<file path="src/aud_pkg.sv">
package aud_pkg;

	// serial word length on both the ADC and the DAC side
	localparam int SAMPLE_W = 16;

	// one signed audio sample
	typedef logic signed [SAMPLE_W-1:0] sample_t;

	// sample memory address of up to 64k entries
	typedef logic [15:0] addr_t;

	// volume level
	// 7 passes the sample through and each step down halves it once more
	typedef logic [2:0] vol_t;

	// one write into the sample memory
	typedef struct packed {
		logic    en;
		addr_t   addr;
		sample_t data;
	} mem_wr_t;

	// controller states
	// code 0 is left unused
	typedef enum logic [2:0] {
		ST_IDLE       = 3'd1,
		ST_REC        = 3'd2,
		ST_REC_PAUSE  = 3'd3,
		ST_PLAY       = 3'd4,
		ST_PLAY_PAUSE = 3'd5
	} ctrl_state_t;

endpackage
</file>
<file path="src/aud_sample_mem.sv">
`timescale 1ns/1ps

module aud_sample_mem #(
	parameter int MEM_DEPTH = 256
) (
	input  logic             i_clk_100k,
	input  aud_pkg::mem_wr_t i_wr,
	input  aud_pkg::addr_t   i_rd_addr,
	output aud_pkg::sample_t o_rd_data
);
	import aud_pkg::*;

	// index width, the upper address bits stay zero below full depth
	localparam int IDX_W = (MEM_DEPTH > 1) ? $clog2(MEM_DEPTH) : 1;

	sample_t            mem [MEM_DEPTH];
	logic [IDX_W-1:0]   wr_idx;
	logic [IDX_W-1:0]   rd_idx;

	assign wr_idx = i_wr.addr[IDX_W-1:0];
	assign rd_idx = i_rd_addr[IDX_W-1:0];

	// write port
	always_ff @(posedge i_clk_100k) begin
		if (i_wr.en) begin
			mem[wr_idx] <= i_wr.data;
		end
	end

	// registered read, data one cycle after the address
	always_ff @(posedge i_clk_100k) begin
		o_rd_data <= mem[rd_idx];
	end

endmodule

</file>
<file path="config.mk">
export PLATFORM = sky130hd
export DESIGN_NAME = aud_sample_mem
export DESIGN_NICKNAME = d
export VERILOG_FILES = /design/src/aud_pkg.sv /design/src/aud_sample_mem.sv
export SDC_FILE = /design/constraint.sdc
export NUM_CORES = 2
export LEC_CHECK = 0
export BUFFER_PORTS_ARGS = -buffer_cell sky130_fd_sc_hd__buf_2
export CAP_MARGIN = 5
export CORE_MARGIN = 2
export CORE_UTILIZATION = 40
export DETAILED_ROUTE_END_ITERATION = 10
export PLACE_DENSITY = 0.52
export SKIP_CTS_REPAIR_TIMING = 1
export SLEW_MARGIN = 20
export SYNTH_ARGS = -nofsm -noshare
export SYNTH_HDL_FRONTEND = slang
export SYNTH_SLANG_ARGS = --single-unit
</file>
<file path="constraint.sdc">
create_clock -name i_clk_100k -period 6.5 [get_ports i_clk_100k]
set_clock_uncertainty 0.1 [all_clocks]
set_input_delay 0.975 -clock i_clk_100k [delete_from_list [all_inputs] [get_ports i_clk_100k]]
set_output_delay 0.975 -clock i_clk_100k [all_outputs]
set_load 0.005 [all_outputs]
</file>
==> summary.md <==
| Metric | Value |
|---|---|
| Sequence of cells on the critical path | buf_8, buf_4, mux4_2, mux2_2, a221oi_1, o31ai_1, o32ai_1, buf_4, nor4_1 |
| Total wire length | 435 mm |
| Root buf cell | clkbuf_16 |
| CP dominant cell by count | buf_4 |
| DR WL/cell | 32.4 µm |
| Post-synthesis sequential area ratio | 77.7% |
| Setup CP Type | primary input to flip-flop |
| CP startpoint kind | primary input |
| CTS tree | yes |
| Worst hold path type | primary input to flip-flop |
| Area of the core | 0.395 mm² |
| Layout fillers | 33.1k |
| DR vias | 77.6k |
| Hold depth | 1 |
| Worst Hold End | mem[64][9] |
| Post-synth ARST share | 0% |
| CTS clk-pin slew, worst paths | 0.06 ns |
| Num Clock Sinks | 4112 |
| Synth Flop Type | edfxtp_1 |
| Die Area | 0.402 mm² |
| Cells on worst reg2reg path | 6 |
| P_leak | 56.9 nW |
| YS warnings | 0 |
| Switching Share | 21.5% |
| Int Pwr | 43.8 mW |
| Netlist cell types | 52 |
| P_sw | 12.0 mW |
| Post-Syn Nets | 7410 |
| Worst Min Path Start | i_wr[9] |
| CTS buffer count | 427 |
| Seq. cell area | 0.123 mm² |
| Syn-to-layout area delta | 14.1% |
| Vias in the first global route | 77.7k |
| Routed Antenna Nets | 0 |
| CP Max Fanout | 51 |
| Core Rows | 231 |
| Max Clk Rate | 250 MHz |
| PortBufs | 49 |
| Worst reg2reg startpoint | mem[3][12] |
| Post-layout min period | 4.00 ns |
| Largest net degree at the start of global routing | 201 |
| Largest cells by area after synthesis | edfxtp_1 (77%), mux4_2 (11%), mux2i_1 (3.6%), o221ai_1 (1.4%), nor2_1 (0.72%) |
| Crit. End Element | flip-flop |
| Unrepaired setup endpoints after global routing | false |
| Area leader, netlist | edfxtp_1 |
| Worst R2R End | o_rd_data[12] |
| Share of cells above drive strength 1 | 25.7% |
| Layout net count | 7867 |
| Final worst path period share | 61.6% |
| Final hold violations | 0 |
| Total negative slack | 0 ns |
| Io pins | 66 |
| Flop pwr share | 52.5% |
| Clk_lat worst skew | 1.00 ns |
| Required time of the critical path | 7.24 ns |
| Top cells by count, synth | edfxtp_1 (4096), mux4_2 (797), mux2i_1 (565) |
| DRC viols | 0 |
| Total congestion overflow | 0 |
| Clock group share of total power | 42.6% |
| Starting DRT DRC Count | 9024 |
| Count of final setup violators | 0 |
| H-tree levels | 5 |
| Multi-input combinational cell area | 0.0333 mm² |
| Cells after Synth | 7360 |
| Worst vdd ir | 0.000221 V |
| Setup ws final | 2.50 ns |
| Cell with the most instances after synthesis | edfxtp_1 |
| PwrDens | 308 mW/mm² |
| Slew @ Worst Pin | 1.36 ns |
| Initial antenna violation count | 37 |
| Final Slew Violations | 0 |
| Max-slew headroom | 9.57% |
| DR WL met2 | 210 mm |
| First-pass GRT wire length | 608 mm |
| Met3 WL | 29.3 mm |
| Top Family by Delay on Critical Path | buffers and inverters |
| Final core utilization | 45.8% |
| Yosys reg bits | 4112 |
| Die Wd | 634 µm |
| Critical Path AT | 4.74 ns |
| Flop-to-flop setup slack | 3.37 ns |
| Uppermost routed layer | met5 |
| Post-synth EDFFs | 4096 |
| Status | completed |
| Initial Utilization | 40.1% |
| Met1 WL | 184 mm |
| Max cap viols | 0 |
| Max stage delay on crit path | 0.82 ns |
| Avg Inst Size Synth | 21.6 µm² |
| Crit path buffers/inverters | 3 |
| Die Span Y | 634 µm |
| Combinational share of power | 4.9% |
| Synthesized area | 0.159 mm² |
| CP max-delay cell | buf_4 |
| Pre-CTS setup slack | 1.48 ns |
| Crit path launch | i_rd_addr[1] |
| Placer Congestion | 0.815 |
| CTS max path bufs | 4 |
| Drt first pass iters | 6 |
| HPWL Detailed | 253 mm |
| DR vias/cell | 5.78 |
| Total GRT Usage | 21.4% |
| Synth top area share | 77.5% |
-- per-layer routing --
layer	up-vias	track usage [%]
li1	32279	-
met1	42095	30.5
met2	2676	34.8
met3	514	3.38
met4	12	5.18
met5	-	0
-- metrics by stage --
stage	cells	hold WS (ns)	instance area [µm²]	total power [mW]
2_1_floorplan	7360	0.754	159000	31.3
3_3_place_gp	12627	1.00	167000	32.6
3_5_place_dp	12627	0.977	167000	32.6
4_1_cts	13407	0.249	181000	56.3
5_1_grt	13411	0.289	181000	57.4
6_report	13422	0.304	181000	55.8
-- worst register-to-register path, stage by stage (launching register included) --
cell and delay, ns:
edfxtp_1 0.36, mux4_2 0.47, mux2_2 0.29, a22oi_1 0.50, nand2_1 0.20, o32ai_1 0.90, nor4_1 0.16
-- placed cells by master (no fill, tap or decap), drive strengths merged, types with 88 or more instances in the layout --
master / synthesis / layout
mux4: 797 / 797
mux2: 88 / 88
buf: 222 / 479
nor3: 92 / 92
nor2: 304 / 304
clkinv: 0 / 200
o22ai: 148 / 148
edfxtp: 4096 / 4096
a21oi: 175 / 175
mux2i: 565 / 565
clkbuf: 230 / 522
o221ai: 253 / 253
-- flip-flops by register name (all words and copies together) (netlist names) --
name	cells
mem	4096
o_rd_data	16
-- layout make-up --
class | count | share of cell area [%]
clock buffer | 521 | 6.14
inverter | 4 | 0.0152
timing repair buffer | 480 | 2.43
tap | 5242 | 3.62
clock inverter | 259 | 1.32
sequential | 4112 | 68.1
multi-input combinational | 2792 | 18.4
antenna | 12 | 0.0166
-- power groups by stage --
stage	combinational (mW)	sequential, mW	clock, mW
CTS	2.77	29.3	24.2
floorplan	1.44	29.8	0
finish	2.73	29.3	23.8
global placement	2.72	29.8	0
global route	2.88	29.3	25.2
detailed placement	2.77	29.9	0
-- worst max path at each step --
stage / endpoint / slack [ns] / cells past startpoint
after floorplan: mem[235][0] / 3.26 / 6
after global placement: o_rd_data[12] / 1.46 / 8
after detailed placement: o_rd_data[13] / 1.48 / 9
after CTS: o_rd_data[13] / 2.54 / 9
after global routing: o_rd_data[11] / 2.47 / 9
final: o_rd_data[13] / 2.50 / 9
-- cell families (layout without fill, tap and decap cells) --
kind of cell / count (synthesis) / after routing / synth area share (%)
flip-flops: 4112 / 4112 / 77.7
multiplexers: 1450 / 1450 / 15.5
AO/OA/AOI/OAI: 786 / 786 / 3.54
AND/OR/NAND/NOR: 556 / 556 / 1.57
buffers and inverters: 456 / 1264 / 1.69
other: 0 / 12 / 0
No activity file was read; power rests on OpenSTA's default activity.
