### src/aud_pkg.sv
package aud_pkg;

	// serial word length on both the ADC and the DAC side
	localparam int SAMPLE_W = 16;

	// one signed audio sample
	typedef logic signed [SAMPLE_W-1:0] sample_t;

	// sample memory address of up to 64k entries
	typedef logic [15:0] addr_t;

	// volume level
	// 7 passes the sample through and each step down halves it once more
	typedef logic [2:0] vol_t;

	// one write into the sample memory
	typedef struct packed {
		logic    en;
		addr_t   addr;
		sample_t data;
	} mem_wr_t;

	// controller states
	// code 0 is left unused
	typedef enum logic [2:0] {
		ST_IDLE       = 3'd1,
		ST_REC        = 3'd2,
		ST_REC_PAUSE  = 3'd3,
		ST_PLAY       = 3'd4,
		ST_PLAY_PAUSE = 3'd5
	} ctrl_state_t;

endpackage
### src/aud_ctrl.sv
`timescale 1ns/1ps

module aud_ctrl #(
	parameter int MEM_DEPTH = 256
) (
	input  logic                 i_clk_100k,
	input  logic                 i_rst_n,
	input  logic                 i_key_stop,
	input  logic                 i_key_play,
	input  logic                 i_key_rec,
	input  aud_pkg::sample_t     i_sample,
	input  logic                 i_sample_stb,
	input  logic                 i_fetch,
	output aud_pkg::mem_wr_t     o_wr,
	output aud_pkg::addr_t       o_rd_addr,
	output logic                 o_play_en,
	output aud_pkg::addr_t       o_rec_count,
	output aud_pkg::ctrl_state_t o_state
);
	import aud_pkg::*;

	// last address a recording may write
	localparam addr_t LAST_ADDR = addr_t'(MEM_DEPTH - 1);

	ctrl_state_t state_q;
	ctrl_state_t state_d;
	addr_t       rec_cnt_q;
	addr_t       play_cnt_q;
	logic        rec_acc;
	logic        rec_full;
	logic        play_adv;
	logic        play_done;
	logic        rec_clr;
	logic        play_clr;

	// strobes outside ST_REC are simply dropped
	assign rec_acc   = i_sample_stb & (state_q == ST_REC);
	assign rec_full  = rec_acc & (rec_cnt_q == LAST_ADDR);
	assign play_adv  = i_fetch & (state_q == ST_PLAY);
	assign play_done = (play_cnt_q == rec_cnt_q);

	assign rec_clr  = (state_q == ST_IDLE) & ~i_key_stop & i_key_rec;
	assign play_clr = (state_q == ST_IDLE) & ~i_key_stop & ~i_key_rec & i_key_play;

	always_comb begin
		state_d = state_q;
		case (state_q)
			ST_IDLE: begin
				if (i_key_stop) begin
					state_d = ST_IDLE;
				end else if (i_key_rec) begin
					state_d = ST_REC;
				end else if (i_key_play && rec_cnt_q != '0) begin
					state_d = ST_PLAY;
				end
			end
			ST_REC: begin
				if (i_key_stop || rec_full) begin
					state_d = ST_IDLE;
				end else if (i_key_rec) begin
					state_d = ST_REC_PAUSE;
				end
			end
			ST_REC_PAUSE: begin
				if (i_key_stop) begin
					state_d = ST_IDLE;
				end else if (i_key_rec) begin
					state_d = ST_REC;
				end
			end
			ST_PLAY: begin
				if (i_key_stop || play_done) begin
					state_d = ST_IDLE;
				end else if (i_key_play) begin
					state_d = ST_PLAY_PAUSE;
				end
			end
			ST_PLAY_PAUSE: begin
				if (i_key_stop) begin
					state_d = ST_IDLE;
				end else if (i_key_play) begin
					state_d = ST_PLAY;
				end
			end
			default: begin
				state_d = ST_IDLE;
			end
		endcase
	end

	// counters only move in the running states, so pause freezes them
	always_ff @(posedge i_clk_100k or negedge i_rst_n) begin
		if (!i_rst_n) begin
			state_q    <= ST_IDLE;
			rec_cnt_q  <= '0;
			play_cnt_q <= '0;
		end else begin
			state_q <= state_d;
			if (rec_clr) begin
				rec_cnt_q <= '0;
			end else if (rec_acc) begin
				rec_cnt_q <= rec_cnt_q + 1'b1;
			end
			if (play_clr) begin
				play_cnt_q <= '0;
			end else if (play_adv) begin
				play_cnt_q <= play_cnt_q + 1'b1;
			end
		end
	end

	assign o_wr.en     = rec_acc;
	assign o_wr.addr   = rec_cnt_q;
	assign o_wr.data   = i_sample;
	assign o_rd_addr   = play_cnt_q;
	assign o_play_en   = (state_q == ST_PLAY);
	assign o_rec_count = rec_cnt_q;
	assign o_state     = state_q;

endmodule

### config.mk
export PLATFORM = sky130hd
export DESIGN_NAME = aud_ctrl
export DESIGN_NICKNAME = d
export VERILOG_FILES = /design/src/aud_pkg.sv /design/src/aud_ctrl.sv
export SDC_FILE = /design/constraint.sdc
export NUM_CORES = 1
export LEC_CHECK = 0
export BUFFER_PORTS_ARGS = -buffer_cell sky130_fd_sc_hd__clkbuf_2
export CORE_MARGIN = 2
export CORE_UTILIZATION = 49
export CTS_CLUSTER_DIAMETER = 50
export CTS_CLUSTER_SIZE = 14
export DETAILED_ROUTE_END_ITERATION = 7
export PLACE_DENSITY = 0.81
export SKIP_CTS_REPAIR_TIMING = 1
export SLEW_MARGIN = 20
export SYNTH_ARGS = -nofsm -noshare
export SYNTH_HDL_FRONTEND = slang
export SYNTH_SLANG_ARGS = --single-unit
export TNS_END_PERCENT = 1
### constraint.sdc
create_clock -name i_clk_100k -period 2.3 [get_ports i_clk_100k]
set_input_delay 0.23 -clock i_clk_100k [delete_from_list [all_inputs] [get_ports i_clk_100k]]
set_output_delay 0.23 -clock i_clk_100k [all_outputs]
set_load 0.03 [all_outputs]
==> impl_results.html <==
<table>
<tr><th>Metric</th><th>Value</th></tr>
<tr><th colspan="2">Die</th></tr>
<tr><td>Initial cell density of the core</td><td>50.9%</td></tr>
<tr><td>Floorplan row count</td><td>25</td></tr>
<tr><td>Count of boundary I/O pins</td><td>92</td></tr>
<tr><td>Area of the core region</td><td>0.00472 sq mm</td></tr>
<tr><td>Total die area</td><td>0.00548 sq mm</td></tr>
<tr><td>Width of the die</td><td>~74 microns</td></tr>
<tr><td>Die span in y</td><td>74.0 microns</td></tr>
<tr><th colspan="2">Critical path</th></tr>
<tr><td>CP Capture Type</td><td>flip-flop</td></tr>
<tr><td>Arrival @ worst endpoint</td><td>~2.2 ns</td></tr>
<tr><td>RR Startpoint</td><td>o_state[1]$_DFFE_PN0P_</td></tr>
<tr><td>Worst Reg2Reg Path Length in Cells</td><td>5</td></tr>
<tr><td>Worst r2r dst</td><td>o_rd_addr[7]$_DFFE_PN0P_</td></tr>
<tr><td>CP required</td><td>2.52 ns</td></tr>
<tr><td>Kind of start point of the critical path</td><td>flip-flop</td></tr>
<tr><td>Internal reg-to-reg setup slack</td><td>0.30 ns</td></tr>
<tr><td>Largest fanout on the critical path</td><td>12</td></tr>
<tr><td>Type of the worst setup path</td><td>reg -&gt; reg</td></tr>
<tr><th colspan="2">Synth</th></tr>
<tr><td>Post-synthesis cell type with the largest combined area</td><td>sky130_fd_sc_hd__dfrtp_1</td></tr>
<tr><td>Library cells used by synthesis</td><td>45</td></tr>
<tr><td>Post-Synthesis Cells</td><td>263</td></tr>
<tr><td>Cell area after technology mapping</td><td>0.00240 sq mm</td></tr>
<tr><td>List of most frequent post-synthesis cells</td><td>sky130_fd_sc_hd__buf_4, sky130_fd_sc_hd__dfrtp_1, sky130_fd_sc_hd__xnor2_1, sky130_fd_sc_hd__nor2_1, sky130_fd_sc_hd__nand2_1</td></tr>
<tr><td>Count of yosys warnings during synthesis</td><td>0</td></tr>
<tr><td>Commonest register cell after synthesis</td><td>sky130_fd_sc_hd__dfrtp_1</td></tr>
<tr><td>Net Count, Synth</td><td>289</td></tr>
<tr><td>Proportion of synthesized chip area in sequential cells</td><td>36.5%</td></tr>
<tr><td>Post-synth top area share</td><td>35.4%</td></tr>
<tr><td>Largest cells by area after synthesis</td><td>sky130_fd_sc_hd__dfrtp_1, sky130_fd_sc_hd__xnor2_1, sky130_fd_sc_hd__buf_4, sky130_fd_sc_hd__nor2_1, sky130_fd_sc_hd__nand2_1</td></tr>
<tr><td>Number of storage elements in the synthesis netlist</td><td>35</td></tr>
<tr><td>Syn_area_per_cell</td><td>9.13 sq um</td></tr>
<tr><td>Share of flip-flops with an asynchronous set or reset</td><td>100%</td></tr>
<tr><td>Number of flops mapped to enable cells by yosys</td><td>0</td></tr>
<tr><th colspan="2">Timing</th></tr>
<tr><td>Achievable clock frequency</td><td>about 500 MHz</td></tr>
<tr><td>Post-Route Setup TNS</td><td>0 ns</td></tr>
<tr><td>RSZ-0062 raised after global routing</td><td>no</td></tr>
<tr><td>Number of hold-slack violations in the final timing report</td><td>0</td></tr>
<tr><td>Final-layout worst hold slack</td><td>0.0455 ns</td></tr>
<tr><td>Measured slew at the worst slew-check pin</td><td>0.897 ns</td></tr>
<tr><td>Tightest slew margin relative to the limit</td><td>~40%</td></tr>
<tr><td>Tcrit/Tclk final</td><td>86.8%</td></tr>
<tr><td>Clock period minus final worst setup slack</td><td>2.00 ns</td></tr>
<tr><td>Number of max-slew violations in the final report</td><td>0</td></tr>
<tr><td>Finish-stage setup viols</td><td>0</td></tr>
<tr><td>Final worst clock skew</td><td>0.00438 ns</td></tr>
<tr><th colspan="2">Final layout</th></tr>
<tr><td>Post-layout nets</td><td>between 300 and 400</td></tr>
<tr><td>Layout area overhead</td><td>8.54%</td></tr>
<tr><td>Layout cell share with drive strength beyond 1</td><td>27.9%</td></tr>
<tr><td>Count of inserted antenna diode cells</td><td>0</td></tr>
<tr><th colspan="2">Global routing</th></tr>
<tr><td>Combined global-route utilization of all metal layers</td><td>approximately 22%</td></tr>
<tr><td>Number of antenna violations at the first check in global routing</td><td>0</td></tr>
<tr><td>Vias in the first global route</td><td>1894</td></tr>
<tr><td>Gr ovfl total</td><td>0</td></tr>
<tr><td>Maximum number of pins on one net before global-route repair</td><td>36</td></tr>
<tr><td>Global-route wire length before repair</td><td>9070 microns</td></tr>
<tr><th colspan="2">Detailed routing</th></tr>
<tr><td>Via count</td><td>1972</td></tr>
<tr><td>Detail Route Antenna Nets</td><td>0</td></tr>
<tr><td>Routed wire length per instance</td><td>around 16 microns</td></tr>
<tr><td>Count of TritonRoute iterations in the first routing pass</td><td>4</td></tr>
<tr><td>DRC Markers</td><td>0</td></tr>
<tr><td>Number of DRC markers in iteration 0</td><td>around 110</td></tr>
<tr><td>Final wirelength</td><td>5610 microns</td></tr>
<tr><td>Via density per instance</td><td>5.52</td></tr>
<tr><th colspan="2">Placed design</th></tr>
<tr><td>Routability cong.</td><td>0.865</td></tr>
<tr><td>Port Buf Inserts</td><td>59</td></tr>
<tr><td>Detailed Place HPWL</td><td>4050 microns</td></tr>
<tr><th colspan="2">CTS</th></tr>
<tr><td>CTS tree</td><td>yes</td></tr>
<tr><td>Total clock buffers created by CTS</td><td>5</td></tr>
<tr><td>Number of H-tree levels</td><td>2</td></tr>
<tr><td>Later-pin clock latency in the skew report</td><td>0.30 ns</td></tr>
<tr><td>Clock root buffer master</td><td>sky130_fd_sc_hd__clkbuf_8</td></tr>
<tr><td>Clock slew at the register clock pins of the worst setup and hold paths</td><td>0.07 ns</td></tr>
<tr><td>Number of sinks driven by the clock tree</td><td>35</td></tr>
<tr><td>Longest Clk Path Bufs</td><td>2</td></tr>
<tr><th colspan="2">Power</th></tr>
<tr><td>IR drop worst, VDD</td><td>0.000295 V</td></tr>
<tr><td>Leakage power of the design</td><td>about 1.2 nW</td></tr>
<tr><td>Pwr Density</td><td>685 mW/mm^2</td></tr>
<tr><th colspan="2">Hold path</th></tr>
<tr><td>Hold Crit Class</td><td>in -&gt; async</td></tr>
<tr><th colspan="2">Flow run</th></tr>
<tr><td>Max Cap Viol</td><td>0</td></tr>
<tr><th colspan="2">Outcome</th></tr>
<tr><td>Result of the run</td><td>finished, final reports clean</td></tr>
</table>
[registers in the layout, summed over array words and instances (netlist names)]
| register | cells |
|---|---|
| o_rd_addr | 16 |
| o_rec_count | 16 |
| o_state | 3 |
[area by class of cell]
cell class / count / area, sq um
Clock buffer: 8 / 100
Fill cell: 430 / 2120
Timing Repair Buffer: 63 / 325
Multi-Input combinational cell: 174 / 1180
Sequential cell: 35 / 877
Inverter: 10 / 37.5
Tap cell: 67 / 83.8
[how the worst max path moves through the flow]
stage / slack (ns) / to / start / depth (start not counted)
global placement: 0.41 / o_rd_addr[13]$_DFFE_PN0P_ / o_state[2]$_DFFE_PN0P_ / 6
finish: 0.30 / o_rd_addr[7]$_DFFE_PN0P_ / o_state[1]$_DFFE_PN0P_ / 5
detailed placement: 0.34 / o_rd_addr[7]$_DFFE_PN0P_ / o_state[1]$_DFFE_PN0P_ / 5
CTS: 0.32 / o_rd_addr[7]$_DFFE_PN0P_ / o_state[1]$_DFFE_PN0P_ / 5
global route: 0.16 / o_rd_addr[9]$_DFFE_PN0P_ / o_state[1]$_DFFE_PN0P_ / 5
floorplan: 0.41 / o_rd_addr[13]$_DFFE_PN0P_ / o_state[1]$_DFFE_PN0P_ / 6
[cells in the final DEF, fill, tap and decap left out, drive strengths merged, types with 10 or more instances in the layout]
cell type	count
dfrtp	34
nand4	10
clkbuf	67
xnor2	31
nor2	29
a21oi	11
nand3	10
nand2	17
inv	10
[cell families after synthesis]
group,share of synthesized area (%)
flops,36.5
compound gates,7.97
xor+xnor,13.9
mux,0.833
simple gates,25.1
fa+ha+maj,1.56
buf+inv,14.2
[routing by layer]
metal  up-vias  GRT usage [%]  wire [microns]  part of all wire, %
li1        921              -               -                    -
met2        75           32.2            2570                   46
met4         0           10.1             117                  2.1
met1       963           30.6            2560                   46
met3        13           4.61             359                  6.4
met5         -              0               0                    0
[per-stage QoR]
stage               cells  utilization (%)  total power, mW  cell area (sq um)  setup WS (ns)
floorplan             263                -             1.22               2400          0.408
global placement      349             53.1             1.29               2510          0.415
detailed placement    349             53.1             1.30               2510          0.336
CTS                   357             55.2             1.79               2610          0.322
global route          357             55.2             1.88               2610          0.160
finish                357             55.2             1.79               2610          0.303
[power by group]
part	internal [mW]	switching, mW	total, mW	leakage [nW]
Combinational	0.195	0.320	0.516	0.658
Sequential	0.665	0.107	0.772	0.482
Clock	0.273	0.226	0.499	0.0515
[worst max-delay path, cell delays in order, from the launching register on]
cell,delay [ns]
sky130_fd_sc_hd__dfrtp_1,0.51
sky130_fd_sc_hd__nand4bb_1,0.42
sky130_fd_sc_hd__nor2_1,0.32
sky130_fd_sc_hd__nand3_1,0.17
sky130_fd_sc_hd__or3_1,0.35
sky130_fd_sc_hd__a21oi_1,0.16
No activity file was read; power rests on OpenSTA's default activity.
