### config.mk
export PLATFORM = sky130hd
export DESIGN_NAME = aud_player
export DESIGN_NICKNAME = d
export VERILOG_FILES = /design/src/aud_pkg.sv /design/src/aud_player.sv
export SDC_FILE = /design/constraint.sdc
export NUM_CORES = 1
export LEC_CHECK = 0
export BUFFER_PORTS_ARGS = -buffer_cell sky130_fd_sc_hd__buf_4
export CAP_MARGIN = 20
export CORE_ASPECT_RATIO = 1.2
export CORE_MARGIN = 2
export CORE_UTILIZATION = 45
export DETAILED_ROUTE_END_ITERATION = 8
export GPL_ROUTABILITY_DRIVEN = 0
export PLACE_DENSITY = 0.66
export SKIP_LAST_GASP = 1
export SYNTH_ARGS = -nofsm -noshare
export SYNTH_HDL_FRONTEND = slang
export SYNTH_SLANG_ARGS = --single-unit
### constraint.sdc
create_clock -name i_clk_100k -period 3.2 [get_ports i_clk_100k]
set_input_delay 0.32 -clock i_clk_100k [delete_from_list [all_inputs] [get_ports i_clk_100k]]
set_output_delay 0.32 -clock i_clk_100k [all_outputs]
set_load 0.01 [all_outputs]
### src/aud_pkg.sv
package aud_pkg;

	// serial word length on both the ADC and the DAC side
	localparam int SAMPLE_W = 16;

	// one signed audio sample
	typedef logic signed [SAMPLE_W-1:0] sample_t;

	// sample memory address of up to 64k entries
	typedef logic [15:0] addr_t;

	// volume level
	// 7 passes the sample through and each step down halves it once more
	typedef logic [2:0] vol_t;

	// one write into the sample memory
	typedef struct packed {
		logic    en;
		addr_t   addr;
		sample_t data;
	} mem_wr_t;

	// controller states
	// code 0 is left unused
	typedef enum logic [2:0] {
		ST_IDLE       = 3'd1,
		ST_REC        = 3'd2,
		ST_REC_PAUSE  = 3'd3,
		ST_PLAY       = 3'd4,
		ST_PLAY_PAUSE = 3'd5
	} ctrl_state_t;

endpackage
### src/aud_player.sv
`timescale 1ns/1ps

module aud_player (
	input  logic             i_clk_100k,
	input  logic             i_rst_n,
	input  logic             i_bclk,
	input  logic             i_daclrck,
	input  logic             i_play_en,
	input  aud_pkg::sample_t i_rd_data,
	input  aud_pkg::vol_t    i_volume,
	output logic             o_fetch,
	output logic             o_dacdat
);
	import aud_pkg::*;

	localparam int CNT_W = $clog2(SAMPLE_W + 1);

	logic             bclk_q;
	logic             lrck_q;
	logic             bclk_fall;
	logic             lrck_fall;
	logic             load_q;
	logic             shifting;
	logic [CNT_W-1:0] bits_left_q;
	vol_t             shamt;
	sample_t          scaled;
	sample_t          shift_q;

	assign bclk_fall = ~i_bclk & bclk_q;
	assign lrck_fall = ~i_daclrck & lrck_q;

	// volume as an arithmetic right shift
	assign shamt  = 3'd7 - i_volume;
	assign scaled = i_rd_data >>> shamt;

	assign shifting = (bits_left_q != '0);

	always_ff @(posedge i_clk_100k or negedge i_rst_n) begin
		if (!i_rst_n) begin
			bclk_q      <= 1'b0;
			lrck_q      <= 1'b0;
			o_fetch     <= 1'b0;
			load_q      <= 1'b0;
			bits_left_q <= '0;
			o_dacdat    <= 1'b0;
		end else begin
			bclk_q  <= i_bclk;
			lrck_q  <= i_daclrck;
			// one request per left frame while playing
			o_fetch <= lrck_fall & i_play_en;
			// a pause that lands on the fetch cycle drops the word
			load_q  <= o_fetch & i_play_en;
			if (load_q) begin
				bits_left_q <= CNT_W'(SAMPLE_W);
			end else if (bclk_fall) begin
				if (shifting) begin
					o_dacdat    <= shift_q[SAMPLE_W-1];
					bits_left_q <= bits_left_q - 1'b1;
				end else begin
					// line idles low between words
					o_dacdat <= 1'b0;
				end
			end
		end
	end

	// word in flight always finishes, even after playback ends
	always_ff @(posedge i_clk_100k) begin
		if (load_q) begin
			shift_q <= scaled;
		end else if (bclk_fall && shifting) begin
			shift_q <= shift_q << 1;
		end
	end

endmodule

==> results of run 1 <==
==> through the flow <==
stage               cell area (um^2)  cells
floorplan                       1670    149
global placement                1840    202
detailed placement              1840    202
CTS                             1930    207
global route                    1930    207
finish                          1930    207
==> per-layer routing <==
layer | GRT usage [%] | share of wire [%]
met2 | 26.4 | 47
met3 | 1.65 | 3.3
met1 | 21.8 | 48
met4 | 7.90 | 2.3
met5 | 0 | 0
==> power by group <==
| group | total (mW) | internal, mW | switching [mW] |
|---|---|---|---|
| registers | 0.458 | 0.424 | 0.0340 |
| logic | 0.247 | 0.123 | 0.124 |
| clock network | 0.267 | 0.167 | 0.0999 |
==> critical path, cell delays in order (launching register included) <==
cell and delay (ps):
dfrtp_1 410, inv_1 70, ha_1 150, nor4b_2 540, o21ai_1 150, buf_4 230
==> worst min-delay path by stage <==
stage / depth (start not counted) / slack (ps) / startpoint / to
2_1_floorplan: 0 / 20 / i_rst_n / bclk_q$_DFF_PN0_
3_3_place_gp: 1 / 150 / i_rst_n / bits_left_q[3]$_DFFE_PN0P_
3_5_place_dp: 1 / 160 / i_rst_n / bits_left_q[3]$_DFFE_PN0P_
4_1_cts: 1 / 150 / i_bclk / bclk_q$_DFF_PN0_
5_1_grt: 1 / 150 / i_bclk / bclk_q$_DFF_PN0_
6_report: 1 / 160 / i_bclk / bclk_q$_DFF_PN0_
==> area by class of cell <==
class                   instances  area (um^2)  area share, %
flip-flops and latches         26          731           37.9
well taps                      39         48.8           2.53
inverters                       5         18.8          0.975
clock inverters                 1         30.0           1.56
repair buffers                 28          213           11.0
clock buffers                   3         41.3           2.14
multi-input cells             105          843           43.8
==> registers in the layout (all words and copies together), names as in the netlist <==
register	count
shift_q	16
bits_left_q	5
bclk_q	1
load_q	1
lrck_q	1
o_dacdat	1
o_fetch	1
==> kinds of logic after synthesis <==
| family | after synthesis | synth area share [%] |
|---|---|---|
| buf+inv | 18 | 5.84 |
| compound gates | 46 | 20.0 |
| mux | 22 | 17.7 |
| fa+ha+maj | 1 | 0.748 |
| flops | 26 | 43.7 |
| simple gates | 36 | 12.0 |
==> layout by cell type, fill, tap and decap left out <==
| cell | instances |
|---|---|
| buf_4 | 27 |
| edfxtp_1 | 16 |
| mux2i_1 | 15 |
| a22oi_1 | 14 |
| dfrtp_1 | 10 |
| nor2_1 | 9 |
| nor2b_1 | 9 |
| a31o_2 | 7 |
| a21oi_1 | 6 |
| mux4_2 | 6 |
| inv_1 | 5 |
| nand2_1 | 5 |
| o21ai_0 | 4 |
| a31oi_1 | 3 |
| and2_1 | 3 |
| or3_1 | 3 |
| clkbuf_8 | 3 |
| a311oi_1 | 2 |
| a21o_1 | 2 |
| nand2b_1 | 2 |
| or4_1 | 2 |
| o41ai_1 | 2 |
| nand3_1 | 1 |
| a21bo_2 | 1 |
| or2_2 | 1 |
| o31a_1 | 1 |
| a211o_1 | 1 |
| a21oi_2 | 1 |
| nor4b_2 | 1 |
| o21ai_1 | 1 |
| mux2_2 | 1 |
| o31ai_1 | 1 |
| ha_1 | 1 |
| bufinv_16 | 1 |
| dlygate4sd3_1 | 1 |
==> what timing repair did <==
| action | in CTS | in global routing |
|---|---|---|
| endpoints found under the hold margin | 10 | 0 |
| setup buffers | 0 | 0 |
| hold buffers | 1 | 0 |
==> out/qor.yml, run 1 <==
pre_cts_ws_ps: 1410
synthFlopType: "edfxtp_1"
fmax_mhz: 551
drive_gt1_share_pct: 29.2
cp-end-kind: "flop"
cp-start-kind: "flop"
io_buffer_count: 25
tritoncts: "done"
cts_max_level: 1
boundaryPins: 26
wirelength_um: 3060
maxCapViolCount: 0
synth_largest_area_cell: "edfxtp_1"
avgSynthCellArea_um2: 11.2
startpoint: "bits_left_q[0]$_DFFE_PN0P_"
viasPerCell: 6.01
clock_latency_ps: 270
hold_viol_final: 0
fill_cells: 332
synth-edff-count: 16
cts_made_buffers: 3
grt_max_degree: 32
nNetsFinal: 194
yosys_warnings: 0
power_leakage_nw: 0.785
worst_r2r_endpoint: "shift_q[8]$_DFFE_PP_"
yosys-top-cells-area: "edfxtp_1 (29%), dfrtp_1 (15%), mux2i_1 (9.0%)"
synth_cells: 149
synth.distinct_cells: 35
whs_ps: 162
fp.dieW_um: 59.6
track_usage_pct: 16.4
ff2ff_setup_slack_ps: 1380
core_area_um2: 3600
synth_most_common_cell: "edfxtp_1"
power_density_nw_per_um2: 505
cts_buffer_depth: 2
rr_startpoint: "bits_left_q[0]$_DFFE_PN0P_"
initial_core_util_pct: 46.4
drt-pass1-iter-count: 4
worst_pin_slew_ps: 652
drc: 0
cts_root_buf: "clkbuf_8"
die-area_um2: 4220
async_flop_share_pct: 38.5
dp_hpwl_um: 2260
hold_class: "input pin to flop"
rsz0062_at_grt: "false"
status: "completed"
setup_viol: 0
min_period_ps: 1820
endpoint: "shift_q[8]$_DFFE_PP_"
crit_type: "flop to flop"
clock_skew_ps: 4.94
utilization_pct: 53.4
power.total_mw: 0.972
placementRows: 24
yosys_register_bits: 26
antenna_found_initial: 0
slew_violations: 0
area_growth_pct: 15.2
post_cts_resized: 0
wl_per_cell_um: 14.8
peakVddDrop_mv: 0.169
final.setup.tns_ps: 0
cp_max_fo: 16
drt_iter0_drc: 54
fin_crit_sh_pct: 56.8
grt_pass1_vias: 1220
ys_seq_area_share_pct: 43.7
insertedDiodeCount: 0
synth_top_area_share_pct: 28.7
dr_total_vias: 1245
grt_pass1_wl_um: 5360
cts.sinks: 26
slew_headroom_pct: 56.4
cp.arrival_ps: 1830
worstPathRequired_ps: 3220
synth_common_cells: "edfxtp_1 (16), mux2i_1 (15), a22oi_1 (14), dfrtp_1 (10)"
grt-ovfl-total: 0
syn_area_um2: 1670
syn-num-nets: 174
rr_worst_depth: 5
path_clk_slew_ps: 90
chipHeight_um: 70.8
setup_slack_ps: 1380
drtAntennaViolNets: 0
Note: power is estimated with default switching activity, not from simulation.
==> inputs of run 2 (changes only) <==
- ABC_AREA: unset -> 1
- clock period: 3.2 -> 1.8 ns (I/O delays scaled with it)
==> run 2 against run 1 <==
Critical endpoint is now shift_q[1]$_DFFE_PP_. Hold slack got worse by 150 ps. Combinational power rose by 76%. Design area fell by 2.4%. Core utilization rose by 2.4 points. Global-route usage rose by 2.1 points. Total power rose by 78%. Clock-buffer cell count did not move. Sequential power rose by 78%. Synthesized cell count rose by 43%. Register-to-register slack got worse by 1200 ps. Via count rose by 19%. Largest power group unchanged. Critical path depth did not move.
==> out/qor.yml, run 2 <==
status: "completed"
regArea_um2: 731
tritoncts: "done"
synth_top_area_share_pct: 30.1
synth_cells: 213
hold_class: "input pin to flop"
final_common_cell: "nand2_1"
chipHeight_um: 69.3
ys_seq_area_share_pct: 45.8
viasPerCell: 5.37
grt_pass1_wl_um: 5950
nNetsFinal: 265
drc: 0
die-area_um2: 4040
core_area_um2: 3370
top_regs: "shift_q (16), bits_left_q (5)"
maxCapViolCount: 0
synth-edff-count: 16
worst_pin_slew_ps: 434
power_density_nw_per_um2: 923
place_inst: 271
synth_most_common_cell: "nand2_1"
cp_num_buf_inv: 2
crit_type: "flop to flop"
initial_core_util_pct: 47.4
cp-start-kind: "flop"
drt-pass1-iter-count: 4
insertedDiodeCount: 0
worstPathRequired_ps: 1730
track_usage_pct: 18.5
antenna_found_initial: 0
grt_max_degree: 19
setup_viol: 0
post_cts.repair.setup_buffers: 0
dp_hpwl_um: 2680
syn_area_um2: 1600
peakVddDrop_mv: 0.881
rsz0062_at_grt: "false"
stdcell_count: 276
yosys_warnings: 0
fin_area_um2: 1880
slew_headroom_pct: 70.8
fin_crit_sh_pct: 91.7
avgSynthCellArea_um2: 7.50
yosys-top-cells-area: "edfxtp_1 (30%), nand3_1 (17%), nand2_1 (17%)"
final_cell_mix: "nand2_1 (73), nand3_1 (55), buf_4 (30), edfxtp_1 (16), nor2_1 (14)"
async_flop_share_pct: 38.5
fmax_mhz: 606
drive_gt1_share_pct: 16.7
synth_largest_area_cell: "edfxtp_1"
power_leakage_nw: 0.909
synth.distinct_cells: 21
drtAntennaViolNets: 0
drt_iter0_drc: 46
largest_reg_flops: 16
dr_total_vias: 1481
cp.arrival_ps: 1580
cts.sinks: 26
syn-num-nets: 238
boundaryPins: 26
synthFlopType: "edfxtp_1"
top_register: "shift_q"
io_buffer_count: 25
wirelength_um: 3480
cp-end-kind: "flop"
grt_pass1_vias: 1452
placementRows: 23
multi_input_comb_area_um2: 729
slew_violations: 0
cts_buffer_depth: 2
cp_max_fo: 16
cts_max_level: 1
min_period_ps: 1650
fill_cells: 338
cts_root_buf: "clkbuf_8"
fp.dieW_um: 58.4
cp_cell_sequence: "inv_1, ha_1, nand4_1, nand2_1, clkinvlp_4"
path_clk_slew_ps: 100
slowest_stage: "dfrtp_1"
cp_top_family: "buffers and inverters"
cts_made_buffers: 3
grt-ovfl-total: 0
wl_per_cell_um: 12.6
synth_common_cells: "nand2_1 (73), nand3_1 (55), edfxtp_1 (16), nor2_1 (14), inv_1 (13)"
clock_latency_ps: 270
cp_slowest_stage_delay_ps: 400
yosys_register_bits: 26
place_area_um2: 1790
hold_viol_final: 0
area_growth_pct: 17.7
final.setup.tns_ps: 0
clock_skew_ps: 8.76
[run 2: changes by cell type in the layout (fill, tap and decap cells not counted), sizes merged, moves of 3 or more]
| cell | before | now |
|---|---|---|
| nand2 | 5 | 75 |
| nand3 | 1 | 55 |
| mux2i | 15 | 0 |
| a22oi | 14 | 0 |
| inv | 5 | 14 |
| nor2b | 9 | 0 |
| a31o | 7 | 0 |
| mux4 | 6 | 0 |
| nor2 | 9 | 14 |
| o21ai | 5 | 9 |
| a21oi | 7 | 4 |
| a31oi | 3 | 0 |
| buf | 27 | 30 |
| or3 | 3 | 0 |
[run 2: kinds of logic after synthesis]
kind of cell / after synthesis / share of synthesized area (%)
fa+ha+maj: 1 / 0.784
simple gates: 147 / 40.3
flops: 26 / 45.8
xor+xnor: 1 / 0.549
compound gates: 13 / 4.08
buf+inv: 25 / 8.54
[run 2: timing repair]
action | in CTS | in global routing
hold endpoints to repair | 10 | 0
gates resized for setup | 0 | 1
hold buffers | 1 | 0
endpoints found under the setup margin | 0 | 16
[run 2: path summary, 6_finish.rpt]
kind / from / to / slack, ps / cells past startpoint
min in group asynchronous: i_rst_n / bclk_q$_DFF_PN0_ / 250 / 2
worst min-delay path: i_bclk / bclk_q$_DFF_PN0_ / 10 / 1
worst max register to register: bits_left_q[0]$_DFFE_PN0P_ / shift_q[1]$_DFFE_PP_ / 150 / 5
max in group asynchronous: i_rst_n / o_dacdat$_DFFE_PN0P_ / 1400 / 2
worst min register to register: shift_q[15]$_DFFE_PP_ / o_dacdat$_DFFE_PN0P_ / 480 / 2
worst max-delay path: bits_left_q[0]$_DFFE_PN0P_ / shift_q[1]$_DFFE_PP_ / 150 / 5
[run 2: metrics by stage]
stage	power (mW)	util (%)	hold WS [ps]	setup WS, ps
CTS	1.74	55.7	11.7	77.6
floorplan	1.13	-	-116	238
detailed placement	1.26	53.3	15.8	92.4
global route	1.84	55.8	8.54	12.7
finish	1.73	55.8	11.8	150
global placement	1.24	53.3	14.7	144
[run 2: cell type report]
class | count | share of cell area (%)
flip-flops and latches | 26 | 38.9
multi-input cells | 162 | 38.8
repair buffers | 31 | 12.5
inverters | 16 | 3.53
well taps | 37 | 2.46
clock buffers | 3 | 2.20
clock inverters | 1 | 1.60
[run 2: metal layers]
metal	track usage [%]	share of wire, %
met1	21.4	43
met2	32.1	49
met3	2.99	4.6
met4	9.04	2.7
met5	0	0
[run 2: worst register-to-register path: cells and delay by family (launching register included)]
kind	cells	cell delay, ps
adders and majority gates	1	230
and+or+nand+nor	2	260
DFF	1	400
buffers and inverters	2	420
[run 2: power by group]
part	internal, mW	total [mW]	switching (mW)
Combinational	0.179	0.434	0.254
Clock	0.298	0.489	0.191
Sequential	0.754	0.813	0.0586
==> inputs of run 3 (changes only) <==
- PLACE_DENSITY: 0.66 -> 0.75
- clock period: 1.8 -> 1.46 ns (I/O delays scaled with it)
==> run 3 against run 2 <==
Clock-buffer cell count is 1 higher. Wire length is 3.4% lower. Die area stayed put. Critical path depth is 3 higher. Sequential share of layout area is 0.93 points lower. Hold slack better by 64 ps. First-iteration DRC count is 22% higher. Clock power is 5.7% lower. Sequential power is 23% higher. Register-to-register slack worse by 50 ps. Design area is 2.5% higher. Combinational power is 35% higher. Critical path type is now input pin to flop. Largest power group unchanged.
==> out/qor.yml, run 3 (synthesis results as in run 2) <==
power_leakage_nw: 0.923
placementRows: 23
fin_area_um2: 1930
grt_pass1_vias: 1361
cp-start-kind: "input pin"
slowest_stage: "dlygate4sd3_1"
area_growth_pct: 20.6
fp.dieW_um: 58.4
chipHeight_um: 69.3
whs_ps: 75.9
cts_made_buffers: 3
insertedDiodeCount: 0
antenna_found_initial: 0
fmax_mhz: 712
dr_total_vias: 1482
cts_root_buf: "clkbuf_8"
fin_crit_sh_pct: 96.2
largest_reg_flops: 16
regArea_um2: 731
cp.arrival_ps: 1390
tritoncts: "done"
initial_core_util_pct: 47.4
cp_cell_sequence: "dlygate4sd3_1, buf_4, nor2_1, inv_1, nand2_1, nand2_2, clkinvlp_4, buf_12"
maxCapViolCount: 0
cp-end-kind: "flop"
viasPerCell: 5.29
slew_violations: 0
drtAntennaViolNets: 0
drive_gt1_share_pct: 18.5
hold_class: "input pin to flop"
die-area_um2: 4040
clock_latency_ps: 270
cts_max_level: 1
power_density_nw_per_um2: 1070
min_period_ps: 1410
wl_per_cell_um: 12.0
final_common_cell: "nand2_1"
worstPathRequired_ps: 1450
drt_iter0_drc: 56
cts_buffer_depth: 2
status: "completed"
fill_cells: 311
cp_slowest_stage_delay_ps: 540
rsz0062_at_grt: "true"
drt-pass1-iter-count: 4
io_buffer_count: 25
final.setup.tns_ps: 0
wirelength_um: 3360
grt-ovfl-total: 0
drc: 0
core_area_um2: 3370
pre_cts_ws_ps: 74.7
worst_pin_slew_ps: 427
cts.sinks: 26
nNetsFinal: 269
grt_pass1_wl_um: 5630
grt_max_degree: 19
setup_viol: 0
hold_viol_final: 0
place_area_um2: 1840
boundaryPins: 26
clock_skew_ps: 0.888
top_regs: "shift_q (16), bits_left_q (5)"
cp_max_fo: 16
crit_type: "input pin to flop"
final_cell_mix: "nand2_1 (72), nand3_1 (55), buf_4 (31), edfxtp_1 (16), nor2_1 (14)"
track_usage_pct: 17.7
dp_hpwl_um: 2570
post_cts.repair.setup_buffers: 0
peakVddDrop_mv: 0.694
top_register: "shift_q"
multi_input_comb_area_um2: 744
slew_headroom_pct: 71.2
setup_slack_ps: 54.8
path_clk_slew_ps: 90
==> run 3: cell type report <==
cell class              instances  area share (%)
multi-input cells             162            38.7
flip-flops and latches         26            37.9
repair buffers                 35            14.7
inverters                      16            3.44
clock buffers                   4            2.86
well taps                      37            2.40
==> run 3: per-stage QoR <==
step,utilization [%],total power [mW],std cells
after global placement,54.7,1.59,273
after global routing,57.2,2.20,280
after CTS,57.2,2.07,280
after detailed placement,54.7,1.61,273
after floorplan,-,1.42,213
final,57.2,2.05,280
==> run 3: metal layers <==
layer,part of all wire [%],wire [um],vias to the layer above,global-route usage [%]
li1,-,-,767,-
met1,44,1490,681,23.1
met2,51,1710,30,29.2
met3,3.6,122,4,2.80
met4,1.2,39,0,6.46
met5,0,0,-,0
==> run 3: what timing repair did <==
| action | 4_1_cts | 5_1_grt |
|---|---|---|
| endpoints found under the hold margin | 12 | 0 |
| hold buffers | 3 | 0 |
| endpoints found under the setup margin | 0 | 16 |
| gates resized for setup | 0 | 1 |
==> run 3: worst paths after layout <==
path,cells past startpoint,slack [ps],start,endpoint
max,8,50,i_bclk,shift_q[3]$_DFFE_PP_
min in group asynchronous,2,240,i_rst_n,bits_left_q[4]$_DFFE_PN0P_
max reg2reg,6,100,bits_left_q[1]$_DFFE_PN0P_,shift_q[3]$_DFFE_PP_
min reg2reg,2,480,lrck_q$_DFF_PN0_,o_fetch$_DFF_PN0_
max in group asynchronous,2,1090,i_rst_n,lrck_q$_DFF_PN0_
min,3,80,i_play_en,load_q$_DFF_PN0_
==> run 3: power breakdown <==
part	switching [mW]	internal [mW]	total, mW
registers	0.0752	0.929	1.00
logic	0.327	0.261	0.588
clock network	0.220	0.241	0.461
total	0.623	1.43	2.05
==> run 3: critical path, delay by kind of cell <==
family	cells	cell delay, ps
buf+inv	5	980
simple gates	3	260
